<file path="config.mk">
export PLATFORM = sky130hd
export DESIGN_NAME = share_delay
export DESIGN_NICKNAME = d
export VERILOG_FILES = /design/src/pwm_pkg.sv /design/src/share_delay.sv
export SDC_FILE = /design/constraint.sdc
export NUM_CORES = 1
export LEC_CHECK = 0
export BUFFER_PORTS_ARGS = -buffer_cell sky130_fd_sc_hd__buf_4
export CORE_MARGIN = 2
export CORE_UTILIZATION = 39
export CTS_BUF_LIST = sky130_fd_sc_hd__clkbuf_8 sky130_fd_sc_hd__clkbuf_16
export CTS_CLUSTER_DIAMETER = 30
export DETAILED_ROUTE_END_ITERATION = 10
export PLACE_DENSITY = 0.63
export SLEW_MARGIN = 5
export SYNTH_ARGS = -nofsm -noshare
export SYNTH_HDL_FRONTEND = slang
export SYNTH_SLANG_ARGS = --single-unit
</file>
<file path="constraint.sdc">
create_clock -name clk -period 2.35 [get_ports clk]
set_clock_uncertainty 0.15 [all_clocks]
set_input_delay 0.47 -clock clk [delete_from_list [all_inputs] [get_ports clk]]
set_output_delay 0.47 -clock clk [all_outputs]
set_load 0.005 [all_outputs]
</file>
<file path="src/pwm_pkg.sv">
////////////////////////////////////////////////////////////////////////////
// shared modulus, widths, latencies, share and randomness types and the
// lazy three-operand modular adder used by the masked datapath
////////////////////////////////////////////////////////////////////////////
package pwm_pkg;

    // ML-DSA coefficients live in Z_q with q = 2^23 - 2^13 + 1
    localparam int COEFF_W = 23;
    localparam int PROD_W = 2 * COEFF_W;
    localparam logic [COEFF_W-1:0] Q = 23'd8380417;

    // twice the modulus, sized for the widened three-operand sum
    localparam logic [COEFF_W+1:0] Q_X2 = {1'b0, Q, 1'b0};

    // the multiplier has three register stages and the adder adds one more
    localparam int MULT_LATENCY = 3;
    localparam int PWM_LATENCY = MULT_LATENCY + 1;

    // one coefficient split into two arithmetic shares, sum mod q is the value
    typedef struct packed {
        logic [COEFF_W-1:0] share0;
        logic [COEFF_W-1:0] share1;
    } masked_coeff_t;

    // fresh masks for the product and for the final sum, both below q
    typedef struct packed {
        logic [COEFF_W-1:0] rnd_mult;
        logic [COEFF_W-1:0] rnd_add;
    } pwm_rnd_t;

    // returns (a + b + c) mod q
    // a and b must be below q, c may be as large as q itself so that a
    // negated mask q - r can be passed in without its own reduction
    function automatic logic [COEFF_W-1:0] mod_add3(input logic [COEFF_W-1:0] a,
                                                    input logic [COEFF_W-1:0] b,
                                                    input logic [COEFF_W-1:0] c);
        logic [COEFF_W+1:0] s;
        s = {2'b00, a} + {2'b00, b} + {2'b00, c};
        // the raw sum stays below 3q, so at most two subtractions are needed
        if (s >= Q_X2) begin
            s = s - Q_X2;
        end else if (s >= {2'b00, Q}) begin
            s = s - {2'b00, Q};
        end
        return s[COEFF_W-1:0];
    endfunction

endpackage

</file>
<file path="src/share_delay.sv">
////////////////////////////////////////////////////////////////////////////
// zeroizable shift chain that delays a two-share coefficient
////////////////////////////////////////////////////////////////////////////
`timescale 1ns/100ps

module share_delay
    import pwm_pkg::*;
#(
    parameter int DEPTH = MULT_LATENCY
)
(
    input  logic          clk,
    input  logic          reset,
    input  logic          zeroize,
    input  masked_coeff_t din,
    output masked_coeff_t dout
);

    // entry 0 takes the input, entry DEPTH-1 is the delayed output
    masked_coeff_t chain [DEPTH];

    always_ff @(posedge clk) begin
        // clearing the whole chain keeps old shares from surfacing after a wipe
        if (reset || zeroize) begin
            for (int i = 0; i < DEPTH; i++) begin
                chain[i] <= '0;
            end
        end else begin
            chain[0] <= din;
            for (int i = 1; i < DEPTH; i++) begin
                chain[i] <= chain[i-1];
            end
        end
    end

    assign dout = chain[DEPTH-1];

endmodule

</file>
==> metrics.cfg, run 1 <==
[clocking]
htree_levels=4
cts_setup_buffers=0
clk_latency_ns=0.41
cts_tree=done
ctsRootBufferMaster=clkbuf_16
ctsResizeCount=0
cts-buffers-inserted=17
clock-sinks=138
cts_hold_buf=0
path_clk_slew_ns=0.06
clockBufferDepth=2

[yosys]
ys_warn_count=0
synth_area_leaders=dfxtp_1 55%, nor3b_2 30%, buf_4 7.0%
synth_edf_count=0
synthesis.instances=352
synth.top_cell.area_share_pct=54.6
ys_top_cells_by_count=138 x dfxtp_1, 120 x nor3b_2, 47 x buf_4, 26 x buf_6, 18 x nor3b_1
yosys_register_bits=138
yosysTopAreaCell=dfxtp_1
yosysMostFrequentCell=dfxtp_1
synth-main-ff-cell=dfxtp_1
ys_seq_area_share_pct=54.6
synth.distinct_cells=7
syn_area_per_cell_um2=14.4
async_flop_share_pct=0
synth_area_um2=5060
synth_fp_nets=401

[worst_setup_path]
critPathSlowestCell=dfxtp_1
critical_path_buf_inv_count=1
critPathMaxStageDelay_ns=0.33
cpLargestDelayFamily=flip-flops
rrSetupSlack_ns=1.62
path_cells=buf_4
startpoint=chain[0][111]
ff2ff_path_depth=1
required_ns=1.73
critPathKind=reg -> out
endpoint_kind=output pin
r2r_start=chain[0][80]
cp-start-kind=flop
r2r_end=chain[0][126]
worstPathArrival_ns=0.86
crit_end=dout[19]
critPathMaxFanout=1
cp.depth=1

[floorplanning]
core_region_area_um2=12600
die_area_um2=13900
dieWidth_um=118
ios=95
initial_core_util_pct=40.1
placement_rows=41
die_h_um=118

[routing]
wl_per_cell_um=12.3
vias_per_cell=4.21
ant_nets=0
firstDrtPassIters=4
drc=0
routed_wl_um=7170
drt_iter0_drc=110
vias=2457

[pwr]
swShare_pct=20.4
power.share.clock_pct=48.0
seqPwrFrac_pct=46.9
peakVddDrop_mv=0.409
leakage_nw=2.30
intPower_mw=4.08
p_switching_mw=1.04
comb_power_share_pct=5.2
power-per-cell-area_nw_per_um2=849

[grt]
grt_pass1_vias=2453
antenna_found_initial=0
use_met1_pct=13.4
grt_pass1_wl_um=12000
grt_overflow=0
grt_use_total_pct=11.2
use_met2_pct=16.2
grt_max_degree=43
busiest_layer=met2
met3_usage_pct=4.60

[finish]
multi_input_area_um2=1640
n_antenna_cell=0
final_nets=448
drive_gt1_share_pct=60.9
fillers=1178
regMostFlops=chain
largest_register_ffs=138
area_delta_synth_final_pct=19.3
seqCellArea_um2=2760
reg_top3=chain (138)

[sta]
worst_pin_slew_ns=0.469
setup_ws_ns=0.873
post-route-period-util_pct=62.9
maxSlewViolCount=0
finalHoldViolCount=0
period_needed_ns=1.48
fin_tns_setup_ns=0
finalSetupViolCount=0
slew_headroom_pct=68.8
maxClockFrequency_mhz=677
rsz0062_at_grt=false

[place]
dp_hpwl_um=4530
gp_congestion=0.674
dp_slack_ns=0.807
port_buffers=94

[outcome]
status=finished, final reports clean

[min_path]
hp-class=in -> reg

[job]
max-cap-violations=0

-- worst min-delay path by stage --
stage                 start  depth (start not counted)  slack (ns)       endpoint
2_1_floorplan  chain[0][54]                          1        0.29  chain[0][100]
3_3_place_gp   chain[0][89]                          1        0.29  chain[0][135]
3_5_place_dp   chain[0][38]                          1        0.30   chain[0][84]
4_1_cts             din[34]                          2        0.12   chain[0][34]
5_1_grt             din[35]                          2        0.13   chain[0][35]
6_report            din[34]                          2        0.15   chain[0][34]
-- metrics by stage --
step	total power, mW	utilization [%]	hold slack (ns)	cells	instance area [um2]
6_report	5.12	47.8	0.146	584	6030
5_1_grt	5.33	47.8	0.133	584	6030
4_1_cts	5.20	47.8	0.125	584	6030
3_5_place_dp	2.72	43.4	0.299	552	5480
3_3_place_gp	2.71	43.4	0.295	552	5480
2_1_floorplan	2.65	-	0.291	352	5060
-- cell usage in the layout, fill, tap and decap left out --
master        n
dfxtp_1     138
nor3b_2     120
buf_4        96
nor3b_1      18
clkbuf_16    17
clkinv_2      6
buf_12        6
inv_1         5
bufinv_16     2
buf_6         2
clkinvlp_4    1
clkbuf_8      1
-- layer usage --
metal,wire length (um),share of wire [%],up-vias
met5,0,0,-
met4,208,2.9,0
met3,354,4.9,19
met2,3420,48,59
met1,3190,44,1152
li1,-,-,1227
-- cell type report --
cell class	instances	area share, %
sequential	138	45.8
multi-input combinational	138	27.1
timing repair buffer	104	14.3
clock buffer	18	7.28
tap	172	3.57
clock inverter	14	1.93
-- cells by family (layout without fill, tap and decap cells) --
group	count (synthesis)	in the layout	synth area share, %
flip-flops	138	138	54.6
buffers and inverters	76	136	13.0
AND/OR/NAND/NOR	138	138	32.4
-- power groups by stage --
stage / sequential [mW] / clock [mW] / combinational, mW
detailed placement: 2.45 / 0 / 0.269
global route: 2.40 / 2.64 / 0.287
finish: 2.40 / 2.46 / 0.264
CTS: 2.40 / 2.53 / 0.270
global placement: 2.45 / 0 / 0.264
floorplan: 2.44 / 0 / 0.205
Note: power is estimated with default switching activity, not from simulation.
==> inputs of run 2 (changes only) <==
Clock period 2.35 ns to 1.48 ns, I/O delays scaled along.
==> metrics.cfg, run 2 (synthesis results as in run 1) <==
[worst_setup_path]
critPathKind=reg -> out
critPathMaxFanout=1  ; unchanged
endpoint_kind=output pin
worstPathArrival_ns=0.85  ; about the same
critPathMaxStageDelay_ns=0.31  ; -0.02 ns
cp.depth=1  ; unchanged
cp-start-kind=flop
rrSetupSlack_ns=0.73  ; -0.89 ns
cpLargestDelayFamily=flip-flops
required_ns=1.03  ; -0.70 ns
ff2ff_path_depth=1  ; unchanged
critical_path_buf_inv_count=1  ; unchanged
critPathSlowestCell=dfxtp_1
path_cells=buf_4

[finish]
seqCellArea_um2=2760  ; unchanged
final-instance-count-excl-fill=636  ; +8.9%
final_nets=500  ; +12%
n_antenna_cell=0  ; unchanged
area_delta_synth_final_pct=29.5
mostFrequentLayoutCells=138 x dfxtp_1, 120 x nor3b_2, 101 x buf_4
fillers=1110  ; -5.8%
drive_gt1_share_pct=55.4  ; -5.5 points
regMostFlops=chain
reg_top3=chain (138)
multi_input_area_um2=1640  ; unchanged
largest_register_ffs=138  ; unchanged
layout_commonest_cell=dfxtp_1

[floorplanning]
die_h_um=118  ; unchanged
core_region_area_um2=12600  ; unchanged
dieWidth_um=118  ; unchanged
die_area_um2=13900  ; unchanged
placement_rows=41  ; unchanged
ios=95  ; unchanged
initial_core_util_pct=40.1  ; unchanged

[clocking]
cts_tree=done
path_clk_slew_ns=0.05  ; about the same
ctsRootBufferMaster=clkbuf_16
clk_latency_ns=0.42  ; about the same
clock-sinks=138  ; unchanged
cts-buffers-inserted=17  ; unchanged
clockBufferDepth=2  ; unchanged
ctsResizeCount=0  ; unchanged
htree_levels=4  ; unchanged

[sta]
finalSetupViolCount=0  ; unchanged
post-route-period-util_pct=87.6
slew_headroom_pct=82.0  ; +13 points
maxSlewViolCount=0  ; unchanged
period_needed_ns=1.30
maxClockFrequency_mhz=771
fin_tns_setup_ns=0  ; unchanged
rsz0062_at_grt=false
finalHoldViolCount=0  ; unchanged
worst_pin_slew_ns=0.269  ; -0.199 ns

[grt]
grt_max_degree=33  ; -23%
grt_overflow=0  ; unchanged
antenna_found_initial=0  ; unchanged
grt_pass1_vias=2694  ; +9.8%
grt_use_total_pct=11.9  ; +0.76 points
grt_pass1_wl_um=12800  ; +6.8%

[routing]
firstDrtPassIters=4  ; unchanged
vias=2634  ; +7.2%
ant_nets=0  ; unchanged
wl_per_cell_um=12.2  ; -0.84%
routed_wl_um=7750  ; +8.0%
drt_iter0_drc=89  ; -19%
vias_per_cell=4.14  ; -1.6%
drc=0  ; unchanged

[pwr]
leakage_nw=2.52  ; +9.8%
peakVddDrop_mv=0.691  ; +69%
power-per-cell-area_nw_per_um2=1260  ; +49%

[place]
dp_hpwl_um=4750  ; +4.9%
gp_congestion=0.672  ; -0.27%
port_buffers=94  ; unchanged
placedCellCount=558  ; +1.1%

[min_path]
whs_path_depth=2  ; unchanged
hp-class=in -> reg

[outcome]
status=finished, final reports clean

[job]
max-cap-violations=0  ; unchanged

run 2: changes by cell type in the layout (fill, tap and decap cells not counted), sizes merged:
cell / change
dlygate4sd3: +46
buf: +6
run 2: path summary, 6_finish.rpt:
check                     from       endpoint
setup / recovery  chain[0][96]        dout[4]
setup reg to reg  chain[0][91]  chain[0][137]
hold / removal         zeroize   chain[0][50]
hold reg to reg   chain[0][90]  chain[0][136]
run 2: cell type report:
cell class	count	area share [%]
Timing Repair Buffer	156	21.1
Tap cell	172	3.28
Clock inverter	14	1.78
Multi-Input combinational cell	138	25.0
Clock buffer	18	6.70
Sequential cell	138	42.2
run 2: metal layers:
| layer | wire length (um) | vias to the layer above | track usage [%] |
|---|---|---|---|
| li1 | - | 1334 | - |
| met4 | 157 | 0 | 7.23 |
| met1 | 3430 | 1226 | 14.0 |
| met5 | 0 | - | 0 |
| met2 | 3770 | 61 | 18.1 |
| met3 | 383 | 13 | 5.14 |
run 2: power breakdown:
group	switching [mW]	leakage (nW)	internal [mW]
Combinational	0.232	1.11	0.306
Sequential	0.0154	1.12	3.80
Clock	1.45	0.295	2.46
run 2: what timing repair did:
item                      4_1_cts  5_1_grt
hold endpoints to repair       46        0
hold buffers                   46        0
buffers inserted                0        0
run 2: through the flow:
step / utilization (%) / instance area (um2) / total power, mW / setup slack (ns) / hold WS [ns]
after floorplan: - / 5060 / 4.21 / 0.516 / 0.291
final: 51.9 / 6550 / 8.26 / 0.183 / 0.0451
after CTS: 51.9 / 6550 / 8.37 / 0.155 / 0.0357
after detailed placement: 43.9 / 5540 / 4.34 / 0.300 / 0.297
after global placement: 43.9 / 5540 / 4.33 / 0.319 / 0.293
after global routing: 51.9 / 6550 / 8.57 / 0.139 / 0.0449
==> inputs of run 3 (changes only) <==
Settings changed: CORE_ASPECT_RATIO set to 1.75.
Clock period 1.48 ns to 1.5 ns, I/O delays scaled along.
==> metrics.cfg, run 3 (synthesis results as in run 1) <==
[worst_setup_path]
critPathSlowestCell=dfxtp_1
endpoint_kind=output pin
path_cells=buf_4
critPathKind=reg -> out
worstPathArrival_ns=0.87  ; +0.02 ns
required_ns=1.05  ; +0.02 ns
cpLargestDelayFamily=flip-flops
critical_path_buf_inv_count=1  ; unchanged
critPathMaxFanout=1  ; unchanged
r2r_start=chain[0][58]
critPathMaxStageDelay_ns=0.35  ; +0.04 ns
startpoint=chain[0][93]
cp-start-kind=flop

[routing]
ant_nets=0  ; unchanged
vias=2622  ; -0.46%
drc=0  ; unchanged
wl_per_cell_um=12.7  ; +4.0%
firstDrtPassIters=3  ; -1
vias_per_cell=4.21  ; +1.6%
routed_wl_um=7890  ; +1.9%
drt_iter0_drc=93  ; +4.5%

[pwr]
comb_power_share_pct=6.2  ; -0.3 points
peakVddDrop_mv=0.725  ; +4.9%
swShare_pct=20.8  ; +0.29 points
power.share.clock_pct=49.1  ; +1.8 points
p_switching_mw=1.75  ; +3.0%
power-per-cell-area_nw_per_um2=1290  ; +2.3%
leakage_nw=2.48  ; -1.9%
intPower_mw=6.65  ; +1.2%
seqPwrFrac_pct=44.8  ; -1.3 points
power_mw=8.39  ; +1.6%

[clocking]
ctsRootBufferMaster=clkbuf_16
cts-buffers-inserted=17  ; unchanged
clock-sinks=138  ; unchanged
path_clk_slew_ns=0.06  ; about the same
htree_levels=4  ; unchanged
cts_hold_buf=31  ; -33%
clockBufferDepth=2  ; unchanged
cts_setup_buffers=0  ; unchanged
ctsResizeCount=0  ; unchanged
clk_latency_ns=0.40  ; -0.02 ns
cts_tree=done

[sta]
maxSlewViolCount=0  ; unchanged
rsz0062_at_grt=false
post-route-period-util_pct=87.8
finalHoldViolCount=0  ; unchanged
finalSetupViolCount=0  ; unchanged
holdWs_ns=0.0156  ; -0.0295 ns
fin_tns_setup_ns=0  ; unchanged
worst_pin_slew_ns=0.346  ; +0.0765 ns
setup_ws_ns=0.182  ; -0.000581 ns
slew_headroom_pct=76.9  ; -5.1 points
period_needed_ns=1.32
maxClockFrequency_mhz=759

[floorplanning]
core_region_area_um2=12800  ; +1.4%
die_h_um=155  ; +31%
dieWidth_um=90.1  ; -24%
ios=95  ; unchanged
die_area_um2=13900  ; +0.25%
placement_rows=55  ; +34%
initial_core_util_pct=39.5  ; -0.56 points

[finish]
utilization_pct=50.8  ; -1.1 points
layout_commonest_cell=dfxtp_1
largest_register_ffs=138  ; unchanged
drive_gt1_share_pct=56.9  ; +1.5 points
reg_top3=chain (138)
mostFrequentLayoutCells=138 x dfxtp_1, 120 x nor3b_2, 96 x buf_4
regMostFlops=chain
final_nets=488  ; -2.4%
n_antenna_cell=0  ; unchanged
area_delta_synth_final_pct=28.6

[min_path]
hp-start=din[17]
hp-class=in -> reg

[grt]
antenna_found_initial=0  ; unchanged
grt_max_degree=33  ; unchanged
grt_overflow=0  ; unchanged
grt_use_total_pct=12.4  ; +0.48 points
grt_pass1_vias=2783  ; +3.3%
grt_pass1_wl_um=13600  ; +6.4%

[outcome]
status=finished, final reports clean

[place]
port_buffers=94  ; unchanged
dp_slack_ns=0.244  ; -0.0561 ns
gp_congestion=0.651  ; -3.2%
dp_hpwl_um=4940  ; +4.1%

[job]
max-cap-violations=0  ; unchanged

-- run 3: cell types whose count changed in the layout (fill, tap and decap cells not counted) --
| cell | previous run | this run |
|---|---|---|
| dlygate4sd3_1 | 46 | 37 |
| buf_4 | 101 | 96 |
| clkinv_2 | 6 | 1 |
| clkbuf_8 | 1 | 4 |
| clkinvlp_4 | 1 | 4 |
| inv_1 | 5 | 2 |
| buf_12 | 7 | 9 |
| clkinv_4 | 0 | 1 |
| inv_6 | 0 | 1 |
-- run 3: cell type report --
class	count	area, um2
clock buffer	21	480
clock inverter	11	120
fill	1158	6290
multi-input combinational	138	1640
tap	171	214
timing repair buffer	144	1290
sequential	138	2760
-- run 3: path summary, 6_finish.rpt --
path	to	slack [ns]	cells after the start
setup reg to reg	chain[0][104]	0.77	1
hold reg to reg	chain[0][135]	0.31	1
hold / removal	chain[0][17]	0.02	2
setup / recovery	dout[1]	0.18	1
-- run 3: layer usage --
metal | GRT usage, % | vias to the layer above | wire (um)
met5 | 0 | - | 0
met4 | 6.15 | 0 | 153
met3 | 4.34 | 9 | 274
met2 | 21.2 | 55 | 4350
met1 | 13.7 | 1250 | 3110
li1 | - | 1308 | -
-- run 3: power groups by stage --
stage / clock network (mW) / registers (mW) / logic (mW)
floorplan: 0 / 3.83 / 0.322
global placement: 0 / 3.83 / 0.434
detailed placement: 0 / 3.84 / 0.443
CTS: 4.24 / 3.76 / 0.512
global route: 4.41 / 3.76 / 0.557
finish: 4.12 / 3.76 / 0.516
-- run 3: metrics by stage --
step / instance area [um2] / std cells
floorplan: 5060 / 352
global placement: 5540 / 554
detailed placement: 5540 / 554
CTS: 6450 / 617
global route: 6510 / 623
finish: 6510 / 623
