<file path="src/pwm_pkg.sv">
////////////////////////////////////////////////////////////////////////////
// shared modulus, widths, latencies, share and randomness types and the
// lazy three-operand modular adder used by the masked datapath
////////////////////////////////////////////////////////////////////////////
package pwm_pkg;

    // ML-DSA coefficients live in Z_q with q = 2^23 - 2^13 + 1
    localparam int COEFF_W = 23;
    localparam int PROD_W = 2 * COEFF_W;
    localparam logic [COEFF_W-1:0] Q = 23'd8380417;

    // twice the modulus, sized for the widened three-operand sum
    localparam logic [COEFF_W+1:0] Q_X2 = {1'b0, Q, 1'b0};

    // the multiplier has three register stages and the adder adds one more
    localparam int MULT_LATENCY = 3;
    localparam int PWM_LATENCY = MULT_LATENCY + 1;

    // one coefficient split into two arithmetic shares, sum mod q is the value
    typedef struct packed {
        logic [COEFF_W-1:0] share0;
        logic [COEFF_W-1:0] share1;
    } masked_coeff_t;

    // fresh masks for the product and for the final sum, both below q
    typedef struct packed {
        logic [COEFF_W-1:0] rnd_mult;
        logic [COEFF_W-1:0] rnd_add;
    } pwm_rnd_t;

    // returns (a + b + c) mod q
    // a and b must be below q, c may be as large as q itself so that a
    // negated mask q - r can be passed in without its own reduction
    function automatic logic [COEFF_W-1:0] mod_add3(input logic [COEFF_W-1:0] a,
                                                    input logic [COEFF_W-1:0] b,
                                                    input logic [COEFF_W-1:0] c);
        logic [COEFF_W+1:0] s;
        s = {2'b00, a} + {2'b00, b} + {2'b00, c};
        // the raw sum stays below 3q, so at most two subtractions are needed
        if (s >= Q_X2) begin
            s = s - Q_X2;
        end else if (s >= {2'b00, Q}) begin
            s = s - {2'b00, Q};
        end
        return s[COEFF_W-1:0];
    endfunction

endpackage

</file>
<file path="src/pwm_ctrl.sv">
////////////////////////////////////////////////////////////////////////////
// valid and mode pipeline for items in flight through the masked datapath
////////////////////////////////////////////////////////////////////////////
`timescale 1ns/100ps

module pwm_ctrl
    import pwm_pkg::*;
(
    input  logic clk,
    input  logic reset,
    input  logic zeroize,
    input  logic in_valid,
    input  logic accumulate,
    output logic acc_sel,
    output logic out_valid
);

    // one bit per item in flight, oldest at the top
    logic [PWM_LATENCY-1:0] valid_pipe;

    // mode bit per item, short enough to meet the adder input
    logic [MULT_LATENCY-1:0] mode_pipe;

    // a mode bit only counts for a real item, idle slots carry product mode
    logic mode_in;

    assign mode_in = in_valid & accumulate;

    always_ff @(posedge clk) begin
        // a wipe drops every item in flight, so none of them reports a result
        if (reset || zeroize) begin
            valid_pipe <= '0;
        end else begin
            valid_pipe <= {valid_pipe[PWM_LATENCY-2:0], in_valid};
        end
    end

    always_ff @(posedge clk) begin
        if (reset || zeroize) begin
            mode_pipe <= '0;
        end else begin
            mode_pipe <= {mode_pipe[MULT_LATENCY-2:0], mode_in};
        end
    end

    // the mode bit leaves the pipe in the same cycle as the product and the
    // delayed w of its item, so each item picks its own adder path
    // even when product and accumulate items alternate
    assign acc_sel = mode_pipe[MULT_LATENCY-1];

    // the adder registers one cycle after the mode pipe ends
    assign out_valid = valid_pipe[PWM_LATENCY-1];

endmodule

</file>
<file path="config.mk">
export PLATFORM = sky130hd
export DESIGN_NAME = pwm_ctrl
export DESIGN_NICKNAME = d
export VERILOG_FILES = /design/src/pwm_pkg.sv /design/src/pwm_ctrl.sv
export SDC_FILE = /design/constraint.sdc
export NUM_CORES = 1
export LEC_CHECK = 0
export ABC_CLOCK_PERIOD_IN_PS = 800
export BUFFER_PORTS_ARGS = -buffer_cell sky130_fd_sc_hd__buf_4
export CAP_MARGIN = 20
export CORE_AREA = 3 3 40 42
export DETAILED_ROUTE_END_ITERATION = 7
export DIE_AREA = 0 0 43 45
export GPL_ROUTABILITY_DRIVEN = 1
export GPL_TIMING_DRIVEN = 0
export MAX_ROUTING_LAYER = met4
export SETUP_SLACK_MARGIN = 0.4
export SLEW_MARGIN = 0
export SYNTH_ARGS = -nofsm -noshare
export SYNTH_HDL_FRONTEND = slang
export SYNTH_SLANG_ARGS = --single-unit
export TNS_END_PERCENT = 1
</file>
<file path="constraint.sdc">
create_clock -name clk -period 0.8 [get_ports clk]
set_input_delay 0.16 -clock clk [delete_from_list [all_inputs] [get_ports clk]]
set_output_delay 0.16 -clock clk [all_outputs]
set_load 0.005 [all_outputs]
</file>
==> results.toml, run 1 <==
[layout]
finalNetCount = 30
area_growth_syn_to_layout_pct = 62.02
layoutNonFillerInstCount = 39
filler_cell_count = 136
antenna_cells = 0
drive_above_1_share = 0.6250
finish.utilization = 0.2493

[clock_tree]
clock_input_transition_at_the_sequential_cells_of_the_worst_setup_and_hold_paths_ps = 50
cts_hold_buf = 0
tritoncts = "done"
insertion_delay_ps = 250
cts-buffers-inserted = 3
post-cts-setup-buffer-count = 0
ctsHtreeMaxLevel = 1
ctsLongestPathBuffers = 2
tritoncts_num_sinks = 7
ctsRootBufferMaster = "clkbuf_4"

[global_routing]
grt_pass1_vias = 131
pin_count_of_the_biggest_net_entering_global_routing = 8
antenna_found_initial = 0
first_pass_grt_wire_length_um = 552
global_route.overflow_total = 0
grt_use_total = 0.04639

[yosys]
synth_adder_area_share = 0
ys_types = 3
synth_seq_area_share = 0.7089
synthXorXnorAreaFrac = 0
post_synth_mux_area_share = 0
synth.net_count = 19
synth_area_per_cell_um2 = 14.12
synth_area_leaders = "dfxtp_1 (71%), nor3b_1 (23%), and4bb_2 (6.3%)"
synth_top_area_cell = "dfxtp_1"
synth_cells = 14
mappedNetlistArea_um2 = 197.7
synth_compound_gate_area_share = 0
combinational_family_with_the_most_area_after_synthesis = "simple AND/OR/NAND/NOR gates"
ys.warnings.count = 0
synth.ff_latch_count = 7
synth.top_cell.area_share = 0.7089
yosys.area_share.simple = 0.2911

[timing]
final.setup_skew_ps = 3.937
drv_slew = 0
report.final.setup_viol = 2
max_slew_margin = 0.9106
layout_min_cycle_time_ps = 825.5
rsz0062_at_grt = "yes"
finalHoldViolCount = 0
fmax_ghz = 1.211
worst_hold_slack_ps = 110.9
setup_slack_ps = -25.47
finalCritPeriodShare = 1.032
worst_pin_slew_ps = 133.7

[drt]
drt_first_iter_violations = 0
detail_route.vias_per_cell = 3.667
vias = 143
drt-total-wl_um = 364
dr.pass1.iters = 1
drt.antenna.violating_nets = 0
avg_wl_per_cell_um = 9.333
detail_route.drc_violations = 0

[floorplan]
die-area_um2 = 1935
fp-row-count = 13
die_x_um = 43
start_util = 0.1538
design.core.area_um2 = 1285
dieHeight_um = 45
i_o_pin_total = 7

[power]
power.total_mw = 0.7070
power.leakage_nw = 0.1207
max-vdd-ir-drop_mv = 0.8178
power_per_cell_area_nw_per_um2 = 2207

[worst_hold_path]
holdPathStages = 2
holdPathEnd = "valid_pipe[3]"
hold_path.startpoint = "zeroize"
timing.hold.worst.class = "input port to flip-flop"

[placement]
place_ws_ps = 161.9
gp_congestion = 0.6020
buffer_ports.inserted = 6
hpwl_um = 247.1
dp_cells = 35

[critical_path]
slowest_stage = "dfxtp_1"
critical_path_arrival_ps = 670
reg2reg_depth = 1
cp-end-kind = "primary output"
critPathTopFamily = "flip-flops"
worstSetupStartpointType = "flip-flop"
critical_path_class = "flip-flop to primary output"
r2r_setup_slack_ps = 260
worst_ep_required_time_ps = 640
critPathMaxFanout = 1
slowest_delay_ps = 290
reg2reg_from = "valid_pipe[1]"
path_cells = "buf_4"
critical_path.reg2reg.endpoint = "valid_pipe[2]"
worst-path-buf-inv = 1
critical_path.startpoint = "mode_pipe[2]"

[status]
run_status = "finished with violations"
failed_checks = "negative setup slack"

[run]
max-cap-violations = 0
-- cell families (layout without fill, tap and decap cells) --
logic type             count (synthesis)  count (layout)
flip-flops                             7               7
AND/OR/NAND/NOR                        7               7
buffers and inverters                  0              10
-- placed cells by master (no fill, tap or decap), drive strengths merged --
master | Yosys | final
buf | 0 | 6
dfxtp | 7 | 7
clkbuf | 0 | 4
and4bb | 1 | 1
nor3b | 6 | 6
-- final cells by class --
cell class,instances,area (µm²),share of cell area
timing repair buffer,6,52.55,0.1641
sequential,7,140.1,0.4375
tap,15,18.77,0.05859
clock buffer,4,26.28,0.08203
multi-input combinational,7,82.58,0.2578
-- routing by layer --
| layer | vias to the layer above | track usage | wire length (µm) |
|---|---|---|---|
| li1 | 70 | - | - |
| met1 | 66 | 0.03874 | 166 |
| met2 | 7 | 0.05389 | 147 |
| met3 | 0 | 0.05578 | 50 |
| met4 | 0 | 0.03614 | 0 |
| met5 | - | - | 0 |
-- worst max-delay path by stage --
stage,end,slack [ps],cells past startpoint
6_report,acc_sel,-30,1
5_1_grt,out_valid,-50,1
4_1_cts,acc_sel,-40,1
3_5_place_dp,mode_pipe[0],160,2
3_3_place_gp,mode_pipe[0],180,2
2_1_floorplan,mode_pipe[1],300,1
-- Yosys cell counts --
cell,instances
and4bb_2,1
nor3b_1,6
dfxtp_1,7
-- metrics by stage --
| stage | setup TNS (ps) | area (µm²) |
|---|---|---|
| floorplan | 0 | 197.7 |
| global placement | 0 | 261.5 |
| detailed placement | 0 | 261.5 |
| CTS | -78.16 | 312.8 |
| global route | -89.94 | 320.3 |
| finish | -48.90 | 320.3 |
-- what timing repair did --
action | in CTS | in global routing
gates cloned | 0 | 0
resized for setup | 5 | 2
endpoints found under the hold margin | 0 | 0
pin swaps | 0 | 1
setup endpoints to repair | 7 | 8
-- power breakdown --
group	switching, mW	internal, mW
clock network	0.122	0.190
logic	0.0170	0.0226
registers	0.000857	0.354
total	0.140	0.567
-- state kept, by name, summed over array words and instances (netlist names) --
| name | count |
|---|---|
| valid_pipe | 4 |
| mode_pipe | 3 |
Power figures use the tool's default switching activity.
==> inputs of run 2 (changes only) <==
--- a/config.mk
+++ b/config.mk
@@ -14,6 +14,7 @@
 export GPL_ROUTABILITY_DRIVEN = 1
 export GPL_TIMING_DRIVEN = 0
 export MAX_ROUTING_LAYER = met4
+export RECOVER_POWER = 50
 export SETUP_SLACK_MARGIN = 0.4
 export SLEW_MARGIN = 0
 export SYNTH_ARGS = -nofsm -noshare
==> run 2 against run 1 <==
The run still ends with negative setup slack left; critical path depth is the same; core utilization shrank 0.97 points; clock skew is essentially flat; maximum frequency is essentially flat; critical endpoint unchanged; global-route usage is the same; sequential power is essentially flat; non-clock buffer count is the same; design area shrank 3.9%; first-iteration DRC count is the same.
==> results.toml, run 2 (synthesized netlist as in run 1, its figures left out) <==
[layout]
finalNetCount = 30
mostFrequentLayoutCells = "dfxtp_1 (7), nor3b_2 (4), buf_4 (4), clkbuf_4 (3)"
area_growth_syn_to_layout_pct = 55.70
multi_input_gate_area_um2 = 77.57
finish.utilization = 0.2395
filler_cell_count = 139
stdcell_area_um2 = 307.8
drive_above_1_share = 0.5417
largest-register = "valid_pipe"
mostFrequentLayoutCell = "dfxtp_1"
antenna_cells = 0
seq_area_um2 = 140.1
layout_top_registers = "valid_pipe x4, mode_pipe x3"
flip_flop_count_of_the_largest_register_all_copies_and_words_added = 4

[critical_path]
slowest_stage = "dfxtp_1"
cp-end-kind = "primary output"
critPathMaxFanout = 1
slowest_delay_ps = 290
critical_path.reg2reg.endpoint = "valid_pipe[2]"
worst_ep_required_time_ps = 640
critPathTopFamily = "flip-flops"
worst-path-buf-inv = 1
reg2reg_depth = 1
path_cells = "buf_4"
critical_path_arrival_ps = 670
r2r_setup_slack_ps = 250
reg2reg_from = "valid_pipe[1]"
critical_path.startpoint = "mode_pipe[2]"
worstSetupStartpointType = "flip-flop"
critical_path_class = "flip-flop to primary output"

[floorplan]
dieHeight_um = 45
start_util = 0.1538
i_o_pin_total = 7
die_x_um = 43
fp-row-count = 13
design.core.area_um2 = 1285
die-area_um2 = 1935

[placement]
place_ws_ps = 161.9
hpwl_um = 247.1
placed_cell_area_um2 = 261.5
buffer_ports.inserted = 6
gp_congestion = 0.6020

[clock_tree]
tritoncts = "done"
tritoncts_num_sinks = 7
post-cts-setup-buffer-count = 0
cts_hold_buf = 0
clock_input_transition_at_the_sequential_cells_of_the_worst_setup_and_hold_paths_ps = 50
insertion_delay_ps = 250
ctsHtreeMaxLevel = 1
cts-buffers-inserted = 3
ctsLongestPathBuffers = 2
ctsRootBufferMaster = "clkbuf_4"

[global_routing]
pin_count_of_the_biggest_net_entering_global_routing = 8
grt_use_total = 0.04639
grt_pass1_vias = 131
antenna_found_initial = 0
first_pass_grt_wire_length_um = 552
global_route.overflow_total = 0

[worst_hold_path]
hold_path.startpoint = "reset"
timing.hold.worst.class = "input port to flip-flop"
holdPathStages = 2
holdPathEnd = "valid_pipe[3]"

[drt]
detail_route.vias_per_cell = 3.641
avg_wl_per_cell_um = 9.385
dr.pass1.iters = 1
vias = 142
drt.antenna.violating_nets = 0
drt-total-wl_um = 366
drt_first_iter_violations = 0
detail_route.drc_violations = 0

[timing]
finalCritPeriodShare = 1.032
worst_pin_slew_ps = 366.7
fmax_ghz = 1.211
rsz0062_at_grt = "yes"
worst_hold_slack_ps = 110.4
finalHoldViolCount = 0
report.final.setup_viol = 2
setup_tns_ps = -48.85
layout_min_cycle_time_ps = 825.5
setup_slack_ps = -25.45
final.setup_skew_ps = 4.003
max_slew_margin = 0.7556
drv_slew = 0

[status]
run_status = "finished with violations"
failed_checks = "negative setup slack"

[power]
max-vdd-ir-drop_mv = 0.7991
power_per_cell_area_nw_per_um2 = 2280
power.leakage_nw = 0.1145

[run]
max-cap-violations = 0
-- run 2: how the worst max path moves through the flow --
stage | endpoint | slack [ps] | cells after the start
finish | acc_sel | -30 | 1
floorplan | mode_pipe[1] | 300 | 1
global route | out_valid | -50 | 1
detailed placement | mode_pipe[0] | 160 | 2
global placement | mode_pipe[0] | 180 | 2
CTS | acc_sel | -40 | 1
-- run 2: final cells by class --
class / count / area share
sequential: 7 / 0.4553
timing repair buffer: 6 / 0.1463
tap: 15 / 0.06098
multi-input combinational: 7 / 0.2520
clock buffer: 4 / 0.08537
-- run 2: where the power goes --
part / switching [mW] / internal, mW / total (mW) / leakage (nW)
logic: 0.0162 / 0.0184 / 0.0346 / 0.0429
registers: 0.000841 / 0.354 / 0.355 / 0.0567
clock network: 0.122 / 0.190 / 0.312 / 0.0150
total: 0.139 / 0.563 / 0.702 / 0.115
-- run 2: metrics by stage --
step	power (mW)	std cells
after floorplan	0.3684	14
after global placement	0.3907	35
after detailed placement	0.3938	35
after CTS	0.7244	39
after global routing	0.7383	39
final	0.7018	39
-- run 2: metal layers --
metal / up-vias / track usage / share of wire / routed length, µm
met4: 0 / 0.03614 / 0 / 0
met1: 65 / 0.03874 / 0.44 / 161
met5: - / - / 0 / 0
met3: 0 / 0.05578 / 0.15 / 54
met2: 7 / 0.05389 / 0.41 / 150
li1: 70 / - / - / -
-- run 2: what timing repair did --
item / 4_1_cts / 5_1_grt
setup endpoints to repair: 7 / 8
resized for setup: 5 / 2
pin swaps: 0 / 1
==> inputs of run 3 (changes only) <==
--- a/config.mk
+++ b/config.mk
@@ -16,6 +16,7 @@
 export MAX_ROUTING_LAYER = met4
 export RECOVER_POWER = 50
 export SETUP_SLACK_MARGIN = 0.4
+export SKIP_CTS_REPAIR_TIMING = 1
 export SLEW_MARGIN = 0
 export SYNTH_ARGS = -nofsm -noshare
 export SYNTH_HDL_FRONTEND = slang
==> run 3 against run 2 <==
Highest routed layer unchanged; the run still ends with negative setup slack left; clock-buffer cell count unchanged; power decreased by 0.22%; non-clock buffer count is the same; clock skew is essentially flat; critical path type unchanged; sequential share of layout area rose by 0.56 points; maximum frequency about the same; die area did not move; clock power about the same; sequential cell count unchanged; register-to-register slack about the same.
==> results.toml, run 3 (synthesized netlist as in run 1, its figures left out) <==
[timing]
fmax_ghz = 1.212
final.setup_skew_ps = 3.926
worst_hold_slack_ps = 147.2
worst_pin_slew_ps = 371.9
rsz0062_at_grt = "yes"
finalHoldViolCount = 0
setup_slack_ps = -25.37
report.final.setup_viol = 2
drv_slew = 0
finalCritPeriodShare = 1.032
layout_min_cycle_time_ps = 825.4
max_slew_margin = 0.7521

[layout]
area_growth_syn_to_layout_pct = 53.80
multi_input_gate_area_um2 = 77.57
mostFrequentLayoutCell = "dfxtp_1"
largest-register = "valid_pipe"
seq_area_um2 = 140.1
flip_flop_count_of_the_largest_register_all_copies_and_words_added = 4
layoutNonFillerInstCount = 39
filler_cell_count = 139
mostFrequentLayoutCells = "dfxtp_1 (7), buf_4 (5), nor3b_2 (4), clkbuf_4 (3)"
antenna_cells = 0
layout_top_registers = "valid_pipe x4, mode_pipe x3"
drive_above_1_share = 0.5417
finalNetCount = 30

[drt]
detail_route.vias_per_cell = 3.615
avg_wl_per_cell_um = 9.410
drt-total-wl_um = 367
detail_route.drc_violations = 0
vias = 141
dr.pass1.iters = 1
drt.antenna.violating_nets = 0
drt_first_iter_violations = 0

[global_routing]
first_pass_grt_wire_length_um = 483
antenna_found_initial = 0
grt_pass1_vias = 113
grt_use_met3 = 0.05578
grt.met2_usage = 0.04192
global_route_met1_utilization = 0.03632
pin_count_of_the_biggest_net_entering_global_routing = 8
grt_use_total = 0.04210
global_route.overflow_total = 0
gr-max-usage-layer = "met3"

[power]
power.internal_mw = 0.5611
p_switching_mw = 0.1392
power_per_cell_area_nw_per_um2 = 2303
power.leakage_nw = 0.1133
max-vdd-ir-drop_mv = 0.7914
power_frac_clock = 0.446
p_seq_frac = 0.507
comb_power_share = 0.047
sw_frac_of_total = 0.1988

[critical_path]
path_cells = "buf_4"
critical_path_class = "flip-flop to primary output"
slowest_stage = "dfxtp_1"
worstSetupStartpointType = "flip-flop"
worst_ep_required_time_ps = 640
critical_path_arrival_ps = 670
critPathMaxFanout = 1
cp-end-kind = "primary output"
slowest_delay_ps = 290
worst-path-buf-inv = 1
critPathTopFamily = "flip-flops"

[floorplan]
start_util = 0.1538
fp-row-count = 13
design.core.area_um2 = 1285
dieHeight_um = 45
die-area_um2 = 1935
die_x_um = 43
i_o_pin_total = 7

[placement]
dp_cells = 35
place_ws_ps = 161.9
buffer_ports.inserted = 6
gp_congestion = 0.6020
hpwl_um = 247.1

[clock_tree]
cts-buffers-inserted = 3
insertion_delay_ps = 250
ctsHtreeMaxLevel = 1
ctsRootBufferMaster = "clkbuf_4"
tritoncts = "done"
clock_input_transition_at_the_sequential_cells_of_the_worst_setup_and_hold_paths_ps = 50
ctsLongestPathBuffers = 2
tritoncts_num_sinks = 7

[worst_hold_path]
timing.hold.worst.class = "input port to flip-flop"

[status]
run_status = "finished with violations"
failed_checks = "negative setup slack"

[run]
max-cap-violations = 0
## run 3: cell count changes in the layout (fill, tap and decap cells not counted)
cell,before,now
buf_6,1,0
buf_4,4,5
## run 3: power groups by stage
stage	sequential, mW	clock, mW	combinational [mW]
2_1_floorplan	0.362	0	0.00629
3_3_place_gp	0.362	0	0.0285
3_5_place_dp	0.362	0	0.0314
4_1_cts	0.355	0.332	0.0316
5_1_grt	0.355	0.345	0.0361
6_report	0.355	0.312	0.0330
## run 3: layout make-up
type / instances / area share
Tap cell: 15 / 0.06173
Multi-Input combinational cell: 7 / 0.2551
Clock buffer: 4 / 0.08642
Sequential cell: 7 / 0.4609
Timing Repair Buffer: 6 / 0.1358
## run 3: worst paths after layout
kind	from	endpoint	slack [ps]	cells after the start
worst max register to register	mode_pipe[0]	mode_pipe[1]	250	1
worst min-delay path	reset	valid_pipe[3]	150	2
worst min register to register	valid_pipe[2]	valid_pipe[3]	460	1
worst max-delay path	mode_pipe[2]	acc_sel	-30	1
## run 3: layer usage
layer / share of wire / wire length, µm
met1: 0.46 / 170
met2: 0.38 / 141
met3: 0.15 / 54
met4: 0 / 0
met5: 0 / 0
## run 3: through the flow
step | cell area [µm²] | TNS [ps] | util | power (mW)
2_1_floorplan | 197.7 | 0 | - | 0.3684
3_3_place_gp | 261.5 | 0 | 0.2035 | 0.3907
3_5_place_dp | 261.5 | 0 | 0.2035 | 0.3938
4_1_cts | 287.8 | -78.16 | 0.2240 | 0.7189
5_1_grt | 304.0 | -89.94 | 0.2366 | 0.7365
6_report | 304.0 | -48.69 | 0.2366 | 0.7003
