### src/pwm_pkg.sv
////////////////////////////////////////////////////////////////////////////
// shared modulus, widths, latencies, share and randomness types and the
// lazy three-operand modular adder used by the masked datapath
////////////////////////////////////////////////////////////////////////////
package pwm_pkg;

    // ML-DSA coefficients live in Z_q with q = 2^23 - 2^13 + 1
    localparam int COEFF_W = 23;
    localparam int PROD_W = 2 * COEFF_W;
    localparam logic [COEFF_W-1:0] Q = 23'd8380417;

    // twice the modulus, sized for the widened three-operand sum
    localparam logic [COEFF_W+1:0] Q_X2 = {1'b0, Q, 1'b0};

    // the multiplier has three register stages and the adder adds one more
    localparam int MULT_LATENCY = 3;
    localparam int PWM_LATENCY = MULT_LATENCY + 1;

    // one coefficient split into two arithmetic shares, sum mod q is the value
    typedef struct packed {
        logic [COEFF_W-1:0] share0;
        logic [COEFF_W-1:0] share1;
    } masked_coeff_t;

    // fresh masks for the product and for the final sum, both below q
    typedef struct packed {
        logic [COEFF_W-1:0] rnd_mult;
        logic [COEFF_W-1:0] rnd_add;
    } pwm_rnd_t;

    // returns (a + b + c) mod q
    // a and b must be below q, c may be as large as q itself so that a
    // negated mask q - r can be passed in without its own reduction
    function automatic logic [COEFF_W-1:0] mod_add3(input logic [COEFF_W-1:0] a,
                                                    input logic [COEFF_W-1:0] b,
                                                    input logic [COEFF_W-1:0] c);
        logic [COEFF_W+1:0] s;
        s = {2'b00, a} + {2'b00, b} + {2'b00, c};
        // the raw sum stays below 3q, so at most two subtractions are needed
        if (s >= Q_X2) begin
            s = s - Q_X2;
        end else if (s >= {2'b00, Q}) begin
            s = s - {2'b00, Q};
        end
        return s[COEFF_W-1:0];
    endfunction

endpackage

### src/masked_mod_add.sv
////////////////////////////////////////////////////////////////////////////
// registered masked share adder mod q with product-only bypass
////////////////////////////////////////////////////////////////////////////
`timescale 1ns/100ps

module masked_mod_add
    import pwm_pkg::*;
(
    input  logic               clk,
    input  logic               reset,
    input  logic               zeroize,
    input  masked_coeff_t      a,
    input  masked_coeff_t      b,
    input  logic [COEFF_W-1:0] rnd,
    input  logic               acc_sel,
    output masked_coeff_t      sum
);

    // the accumulate operand after mode gating
    masked_coeff_t b_gated;

    // the negated mask for share1, at most q
    logic [COEFF_W-1:0] rnd_neg;

    // next value of both output shares
    masked_coeff_t sum_d;

    always_comb begin
        // in product mode the addend is forced to zero but the mask is kept,
        // so the product shares are refreshed either way
        b_gated = acc_sel ? b : '0;
        rnd_neg = Q - rnd;

        // shares are only ever combined with their own index
        sum_d.share0 = mod_add3(a.share0, b_gated.share0, rnd);
        sum_d.share1 = mod_add3(a.share1, b_gated.share1, rnd_neg);
    end

    always_ff @(posedge clk) begin
        if (reset || zeroize) begin
            sum <= '0;
        end else begin
            sum <= sum_d;
        end
    end

endmodule

### config.mk
export PLATFORM = sky130hd
export DESIGN_NAME = masked_mod_add
export DESIGN_NICKNAME = d
export VERILOG_FILES = /design/src/pwm_pkg.sv /design/src/masked_mod_add.sv
export SDC_FILE = /design/constraint.sdc
export NUM_CORES = 1
export LEC_CHECK = 0
export BUFFER_PORTS_ARGS = -buffer_cell sky130_fd_sc_hd__buf_2
export CAP_MARGIN = 20
export CELL_PAD_IN_SITES_DETAIL_PLACEMENT = 0
export CELL_PAD_IN_SITES_GLOBAL_PLACEMENT = 2
export CORE_AREA = 3 3 157 159
export DETAILED_ROUTE_END_ITERATION = 16
export DIE_AREA = 0 0 160 162
export GPL_TIMING_DRIVEN = 0
export PLACE_DENSITY = 0.94
export SYNTH_ARGS = -nofsm -noshare
export SYNTH_HDL_FRONTEND = slang
export SYNTH_SLANG_ARGS = --single-unit
### constraint.sdc
create_clock -name clk -period 7.6 [get_ports clk]
set_input_delay 1.52 -clock clk [delete_from_list [all_inputs] [get_ports clk]]
set_output_delay 1.52 -clock clk [all_outputs]
set_load 0.1 [all_outputs]
==> results of run 1 <==
-- through the flow --
stage	hold slack (ns)	std cells	area [um2]	setup WS, ns
global placement	1.95	1460	8940	0.312
finish	1.66	1468	9090	0.399
detailed placement	1.95	1460	8940	0.239
global route	1.68	1468	9090	0.0112
floorplan	1.79	977	7720	1.40
CTS	1.65	1468	9090	0.524
-- layer usage --
| layer | global-route usage, % | wire length, um | vias up |
|---|---|---|---|
| met5 | 0 | 0 | - |
| met4 | 4.69 | 475 | 0 |
| met3 | 1.50 | 1320 | 20 |
| met2 | 29.8 | 10900 | 268 |
| met1 | 29.7 | 13100 | 3662 |
| li1 | - | - | 3950 |
-- how the worst max path moves through the flow --
stage | to | startpoint
global route | sum[5] | rnd[5]
detailed placement | sum[15] | rnd[5]
floorplan | sum[0] | rnd[9]
finish | sum[11] | rnd[5]
CTS | sum[0] | rnd[5]
global placement | sum[0] | rnd[9]
-- power by group through the flow --
stage	Sequential, mW	Combinational, mW	Clock (mW)
after floorplan	0.597	0.953	0
after global routing	0.295	1.80	0.230
after detailed placement	0.297	1.62	0
after CTS	0.291	1.63	0.222
after global placement	0.296	1.61	0
final	0.290	1.65	0.217
-- area by class of cell --
type / instances / area [um2]
Multi-Input combinational cell: 869 / 6550
Sequential cell: 46 / 921
Fill cell: 2528 / 14300
Clock buffer: 7 / 143
Timing Repair Buffer: 164 / 821
Clock inverter: 1 / 5.00
Inverter: 28 / 105
Buffer: 34 / 148
Tap cell: 319 / 399
-- tightest hold or removal path: cells and delay by family --
family	cells	cell delay, ns
AND/OR/NAND/NOR	3	0.29
buffers and inverters	1	0.08
-- layout by cell type (no fill, tap or decap), drive strengths merged, types with 10 or more instances in the layout --
master  instances
xnor2          25
nor3           29
and3           13
and2           62
o31ai          10
xor2           23
or4            10
or3            26
buf           179
fa             48
a21oi          82
a21o           22
nor2           63
clkbuf         26
a211oi         15
o21ai          52
nand4          21
o211ai         18
or2            13
inv            28
nand3          25
and4           12
dfxtp          46
o21a           17
nand2         104
ha             56
mux2i          11
-- cells in the mapped netlist, types with 17 or more instances --
master	count
fa_1	48
a21oi_1	73
dfxtp_1	46
o211ai_1	17
clkbuf_1	18
o21ai_0	38
or3_1	25
and2_1	61
a21o_1	22
ha_1	56
nand2_1	104
nor2_1	63
nand3_1	25
xor2_1	22
xnor2_1	25
nor3_1	27
inv_1	28
nand4_1	20
-- cell families after synthesis --
group	count (synthesis)
muxes	14
xor gates and xnor gates	48
and+or+nand+nor	417
AOI/OAI and AO/OA	286
adders and majority gates	104
DFF	46
buffers and inverters	62
==> impl_metrics.toml, run 1 <==
[outcome]
status = "completed"

[sta]
fmax_mhz = 139
relSlewSlack_pct = 35.5
fin_crit_ns = 7.20
hold_viol = 0
period_share_pct = 94.8
tightest_slew_ns = 0.964
setup_viol = 0
rsz0062_at_grt = "no"
tns_ns = 0
slew_viol_final = 0

[worst_setup_path]
worstPathCellList = "buf_2, nor4_1, nand3_1, nand2_1, xor2_1, fa_1, ha_1, clkbuf_1, a21oi_1, o21ai_0, or4_1, and4_1, and4_1, and2_1, a211o_4, a21oi_2, o21ai_0, a21oi_1"
crit_fanout = 9
critical_path_class = "primary input to flip-flop"
crit_path_end_kind = "flip-flop"
cp_num_cells = 18
crit_path_start_kind = "primary input"
max_stage_delay_ns = 0.72
critPathBufInv = 2
worstPathArrival_ns = 7.40
cp_top_family = "simple AND/OR/NAND/NOR gates"
slowest_stage = "nor4_1"
worstPathRequired_ns = 7.79

[final_layout]
syn_to_final_growth_pct = 17.7
diodes = 0
fin_util_pct = 38.8
top_regs = "sum (46)"
fin_nets = 1371
drive_gt1_share_pct = 20.9
regMostFlops = "sum"
largest_reg_flops = 46

[power]
p_switching_mw = 1.24
swShare_pct = 57.4
combPwrFrac_pct = 76.4
pwr-share-clk_pct = 10.1
p_seq_share_pct = 13.5
leakagePower_nw = 3.96
power_mw = 2.15
powerDensity_nw_per_um2 = 237
p_int_uw = 917
worst_ir_drop_vdd_v = 0.000110

[yosys]
ys_types = 88
async_flop_share_pct = 0
synth_seq_cells = 46
synthXorXnorAreaFrac_pct = 5.54
synth_fa_ha_area_share_pct = 21.5
ys_seq_area_share_pct = 11.9
syn_inst = 977
synth-main-ff-cell = "dfxtp_1"
synthTopCellsByArea = "fa_1 (12%), dfxtp_1 (12%), ha_1 (9.1%), nand2_1 (5.1%), and2_1 (4.9%)"
muxShareOfSynthArea_pct = 1.86
synth-simple-area-share_pct = 29.2
netlist_area_um2 = 7720
synth_enable_flop_cells = 0
synth_top_family_by_area = "simple AND/OR/NAND/NOR gates"
netlist.top_cell.by_area = "fa_1"
synth_area_per_cell_um2 = 7.90
yosysWarnings = 0
syn_nets = 1200
synth_compound_area_share_pct = 26.6
synth_top_area_share_pct = 12.4

[global_routing]
grt-ovfl-total = 0
grt_pass1_vias = 7515
grt_max_degree = 14
antenna_found_initial = 0
grt_pass1_wl_mm = 41.1
grt_usage_pct = 19.5

[floorplan]
rows = 56
die_y_um = 162
coreArea_um2 = 23400
ioPinCount = 165
dieArea_um2 = 25900
initial_core_util_pct = 33.0
die_width_um = 160

[flow_run]
cap_violations = 0

[drt]
vias = 7900
ant_nets = 0
drtPass1Iterations = 5
wl_per_cell_um = 17.6
drc = 0
routed_wl_mm = 25.8
first_iter_violations = 528
drt-vias-per-instance = 5.38

[clock_network]
cts_resized = 0
clk_pin_slew_ns = 0.06
h-tree-depth = 2
cts_buffer_depth = 2
cts_hold_buf = 0
cts_tree = "built"
postCtsSetupBuffers = 0
cts.sinks = 46
numCtsBuffers = 5
cts_root_buffer = "clkbuf_16"

[place]
portBuffers = 164
dp_hpwl_mm = 22.3
gp_congestion = 0.913

[hold_path]
min_from = "zeroize"
holdPathEnd = "sum[8]"
holdPathStages = 4
hold_class = "primary input to flip-flop"
Power figures use the tool's default switching activity.
==> run 2, diff against run 1 <==
--- a/config.mk
+++ b/config.mk
@@ -14,6 +14,8 @@
 export DIE_AREA = 0 0 160 162
 export GPL_TIMING_DRIVEN = 0
 export PLACE_DENSITY = 0.94
+export REMOVE_ABC_BUFFERS = 1
+export SKIP_LAST_GASP = 1
 export SYNTH_ARGS = -nofsm -noshare
 export SYNTH_HDL_FRONTEND = slang
 export SYNTH_SLANG_ARGS = --single-unit
==> constraint.sdc (replaced) <==
create_clock -name clk -period 7.6 [get_ports clk]
set_input_delay 0.76 -clock clk [delete_from_list [all_inputs] [get_ports clk]]
set_output_delay 0.76 -clock clk [all_outputs]
set_load 0.1 [all_outputs]
==> run 2 against run 1 <==
  * Total power up 0.30%
  * Largest power group unchanged
  * Sequential share of layout area increased by 0.13 points
  * Maximum frequency increased by 10%
  * Critical path type unchanged
==> impl_metrics.toml, run 2 (synthesis gave the netlist of run 1 again) <==
[clock_network]
cts_buffer_depth = 2
cts_hold_buf = 0
cts.sinks = 46
h-tree-depth = 2
numCtsBuffers = 5
cts_tree = "built"
cts_resized = 0
postCtsSetupBuffers = 0
cts_root_buffer = "clkbuf_16"
clk_pin_slew_ns = 0.06

[final_layout]
nFillCells = 2482
largest_reg_flops = 46
syn_to_final_growth_pct = 16.2
final_common_cell = "buf_2"
diodes = 0
fin_nets = 1338
layout_common_cells = "buf_2 (164), nand2_1 (104), a21oi_1 (73), nor2_1 (62), and2_1 (61)"
fin_util_pct = 38.4
drive_gt1_share_pct = 20.2
layoutNonFillerInstCount = 1435
top_regs = "sum (46)"
regMostFlops = "sum"
final_area_um2 = 8970

[outcome]
status = "completed"

[place]
pre_cts_slack_ns = 0.925
dp_hpwl_mm = 20.9
gp_congestion = 0.907
portBuffers = 164
place_inst = 1427
place_area_um2 = 8810

[global_routing]
antenna_found_initial = 1
grt_pass1_vias = 7320
grt_usage_pct = 18.7
grt-ovfl-total = 0
grt_pass1_wl_mm = 39.5
grt_max_degree = 47

[worst_setup_path]
crit_path_start_kind = "primary input"
critical_path_class = "primary input to flip-flop"
crit_fanout = 15
worstPathArrival_ns = 6.75
crit_path_end_kind = "flip-flop"
worstPathRequired_ns = 7.81

[sta]
setup_viol = 0
fmax_mhz = 153
hold_viol = 0
fin_ws_ns = 1.06
tightest_slew_ns = 1.00
slew_viol_final = 0
period_share_pct = 86.1
rsz0062_at_grt = "no"
tns_ns = 0
fin_crit_ns = 6.54
relSlewSlack_pct = 32.5

[floorplan]
rows = 56
coreArea_um2 = 23400
dieArea_um2 = 25900
initial_core_util_pct = 33.0
die_width_um = 160
die_y_um = 162
ioPinCount = 165

[hold_path]
hold_class = "primary input to flip-flop"

[drt]
drt-vias-per-instance = 5.47
drtPass1Iterations = 5
drc = 0
ant_nets = 0
vias = 7847
first_iter_violations = 581
routed_wl_mm = 25.0
wl_per_cell_um = 17.4

[power]
worst_ir_drop_vdd_v = 0.000114
powerDensity_nw_per_um2 = 241
leakagePower_nw = 3.88

[flow_run]
cap_violations = 0
-- run 2: cell types whose count changed in the layout (fill, tap and decap cells not counted) --
cell,delta
buf_8,+1
bufinv_16,+1
nor2_1,-1
buf_2,-15
clkinv_2,-1
clkbuf_1,-17
clkbuf_2,-1
nor2_2,+1
clkbuf_8,-1
-- run 2: layer usage --
metal | up-vias | wire length [um] | GRT usage (%)
met3 | 28 | 1430 | 2.30
met2 | 288 | 10000 | 27.1
met5 | - | 14 | 0
li1 | 3882 | - | -
met4 | 2 | 456 | 4.58
met1 | 3647 | 13000 | 29.2
-- run 2: path summary, 6_finish.rpt --
| check | start | end | slack (ns) | cells past startpoint |
|---|---|---|---|---|
| max | rnd[5] | sum[10] | 1.06 | 18 |
| min | reset | sum[44] | 0.85 | 4 |
-- run 2: where the power goes --
part / total (mW) / internal [mW] / switching [mW] / leakage, nW
sequential: 0.290 / 0.282 / 0.00828 / 0.378
clock: 0.250 / 0.156 / 0.0944 / 0.0781
combinational: 1.62 / 0.502 / 1.12 / 3.43
total: 2.16 / 0.940 / 1.22 / 3.88
-- run 2: final cells by class --
class	instances	area, um2	share of cell area (%)
clock buffer	7	133	1.48
clock inverter	1	30.0	0.335
timing repair buffer	165	836	9.31
tap	319	399	4.45
inverter	28	105	1.17
sequential	46	921	10.3
multi-input combinational	869	6550	73.0
-- run 2: critical path: stages --
cell and delay (ns):
buf_2 0.15, nor4_1 0.87, nand3_1 0.42, nand2_1 0.19
xor2_1 0.23, fa_1 0.47, ha_1 0.45, a21oi_1 0.49
o211ai_1 0.16, a311oi_1 0.38, a211oi_1 0.12, xor2_1 0.30
and4_1 0.35, and2_1 0.28, a31o_2 0.41, a22oi_4 0.17
or3_1 0.36, a21oi_1 0.17
-- run 2: through the flow --
stage	hold WS, ns	total power [mW]
finish	0.849	2.16
global route	0.852	2.34
CTS	0.835	2.16
detailed placement	1.15	1.90
global placement	1.31	1.88
floorplan	1.09	1.54
==> run 3, diff against run 2 <==
--- a/config.mk
+++ b/config.mk
@@ -5,15 +5,15 @@
 export SDC_FILE = /design/constraint.sdc
 export NUM_CORES = 1
 export LEC_CHECK = 0
-export BUFFER_PORTS_ARGS = -buffer_cell sky130_fd_sc_hd__buf_2
 export CAP_MARGIN = 20
 export CELL_PAD_IN_SITES_DETAIL_PLACEMENT = 0
 export CELL_PAD_IN_SITES_GLOBAL_PLACEMENT = 2
-export CORE_AREA = 3 3 157 159
+export CORE_AREA = 3 3 147 149
 export DETAILED_ROUTE_END_ITERATION = 16
-export DIE_AREA = 0 0 160 162
+export DIE_AREA = 0 0 150 152
+export DONT_BUFFER_PORTS = 1
 export GPL_TIMING_DRIVEN = 0
-export PLACE_DENSITY = 0.94
+export PLACE_DENSITY = 0.92
 export REMOVE_ABC_BUFFERS = 1
 export SKIP_LAST_GASP = 1
 export SYNTH_ARGS = -nofsm -noshare
==> constraint.sdc (replaced) <==
create_clock -name clk -period 7.09 [get_ports clk]
set_input_delay 0.709 -clock clk [delete_from_list [all_inputs] [get_ports clk]]
set_output_delay 0.709 -clock clk [all_outputs]
set_load 0.1 [all_outputs]
==> run 3 against run 2 <==
  * Via count shrank 8.7%
  * Cell area shrank 10%
  * Non-clock buffer count shrank 164
  * Cell count shrank 15%
  * Wire length shrank 6.1%
  * Sequential power grew 120%
  * Core utilization grew 1.4 points
  * First-iteration DRC count shrank 23%
  * Worst hold slack lost 0.097 ns
  * Global-route usage grew 1.5 points
  * Sequential cell count is the same
==> impl_metrics.toml, run 3 (synthesis gave the netlist of run 1 again) <==
[floorplan]
die_width_um = 150
die_y_um = 152
rows = 52
dieArea_um2 = 22800
ioPinCount = 165
initial_core_util_pct = 38.0
coreArea_um2 = 20300

[sta]
setup_viol = 0
relSlewSlack_pct = 34.2
rsz0062_at_grt = "no"
slew_viol_final = 0
tns_ns = 0
hold_viol = 0
tightest_slew_ns = 0.985
fin_crit_ns = 6.15
fmax_mhz = 163
period_share_pct = 86.8

[power]
p_int_uw = 918
powerDensity_nw_per_um2 = 271
swShare_pct = 58.0
power_mw = 2.18
combPwrFrac_pct = 60.2
worst_ir_drop_vdd_v = 0.0000952
pwr-share-clk_pct = 10.4
leakagePower_nw = 3.17
p_switching_mw = 1.27
p_seq_share_pct = 29.3

[worst_setup_path]
crit_path_end_kind = "flip-flop"
max_stage_delay_ns = 0.78
slowest_stage = "nor4_1"
worstPathRequired_ns = 7.29
worstPathCellList = "nor4_1, nand3_1, nand2_1, xor2_1, fa_1, ha_1, a21oi_1, o211ai_1, a311oi_1, a211oi_1, xor2_1, and4_1, and2_1, a31o_2, a22oi_4, or3_1, a21oi_1"
critical_path_class = "primary input to flip-flop"
crit_start = "rnd[5]"
crit_path_start_kind = "primary input"
crit_fanout = 15
worstPathArrival_ns = 6.36

[final_layout]
largest_reg_flops = 46
syn_to_final_growth_pct = 4.50
final_common_cell = "nand2_1"
drive_gt1_share_pct = 6.52
top_regs = "sum (46)"
fin_nets = 1174
layout_common_cells = "nand2_1 (104), a21oi_1 (73), nor2_1 (62), and2_1 (61), ha_1 (56)"
regMostFlops = "sum"
nFillCells = 2150

[place]
portBuffers = 0
gp_congestion = 0.907
dp_hpwl_mm = 19.9

[clock_network]
cts_buffer_depth = 2
cts_hold_buf = 0
cts_tree = "built"
cts.sinks = 46
h-tree-depth = 2
postCtsSetupBuffers = 0
clk_pin_slew_ns = 0.06
cts_root_buffer = "clkbuf_16"
numCtsBuffers = 5
cts_resized = 0

[flow_run]
cap_violations = 0

[hold_path]
min_from = "reset"
hold_class = "primary input to flip-flop"

[outcome]
status = "completed"

[global_routing]
grt_pass1_wl_mm = 37.3
grt-ovfl-total = 0
antenna_found_initial = 2
grt_usage_pct = 20.2
grt_pass1_vias = 6645
grt_max_degree = 47

[drt]
drt-vias-per-instance = 5.86
first_iter_violations = 450
routed_wl_mm = 23.4
vias = 7167
wl_per_cell_um = 19.2
drtPass1Iterations = 5
ant_nets = 0
drc = 0
[run 3: worst paths after layout]
kind	endpoint	depth (start not counted)
hold / removal	sum[25]	4
setup / recovery	sum[10]	17
[run 3: final cells by class]
cell class	instances	area, um2	share of cell area, %
clock buffer	5	125	1.55
timing repair buffer	1	15.0	0.186
inverter	28	105	1.30
clock inverter	2	10.0	0.124
antenna	2	5.00	0.0620
tap	270	338	4.19
multi-input combinational	869	6550	81.2
sequential	46	921	11.4
[run 3: metrics by stage]
step | hold WS (ns) | setup slack (ns) | instances | instance area [um2] | util [%]
floorplan | 1.04 | 1.73 | 943 | 7570 | -
global placement | 1.29 | 0.762 | 1213 | 7910 | 39.0
detailed placement | 1.06 | 0.745 | 1214 | 7930 | 39.1
CTS | 0.750 | 1.04 | 1221 | 8070 | 39.7
global route | 0.766 | 0.460 | 1222 | 8070 | 39.7
finish | 0.752 | 0.939 | 1223 | 8070 | 39.8
[run 3: power groups by stage]
stage	Sequential (mW)	Combinational, mW	Clock (mW)
2_1_floorplan	0.639	1.01	0
3_3_place_gp	0.646	1.28	0
3_5_place_dp	0.648	1.29	0
4_1_cts	0.643	1.30	0.239
5_1_grt	0.645	1.47	0.246
6_report	0.641	1.32	0.228
[run 3: routing by layer]
layer / share of wire (%) / track usage (%)
met3: 7.4 / 3.96
met2: 40 / 28.1
met5: 0.030 / 0
met1: 51 / 32.2
met4: 1.0 / 3.49
[run 3: worst max-delay path, delay by kind of cell]
| kind | cells | cell delay [ns] |
|---|---|---|
| AOI/OAI and AO/OA | 7 | 1.85 |
| xor gates and xnor gates | 2 | 0.51 |
| adders and majority gates | 2 | 0.89 |
| and+or+nand+nor | 6 | 2.38 |
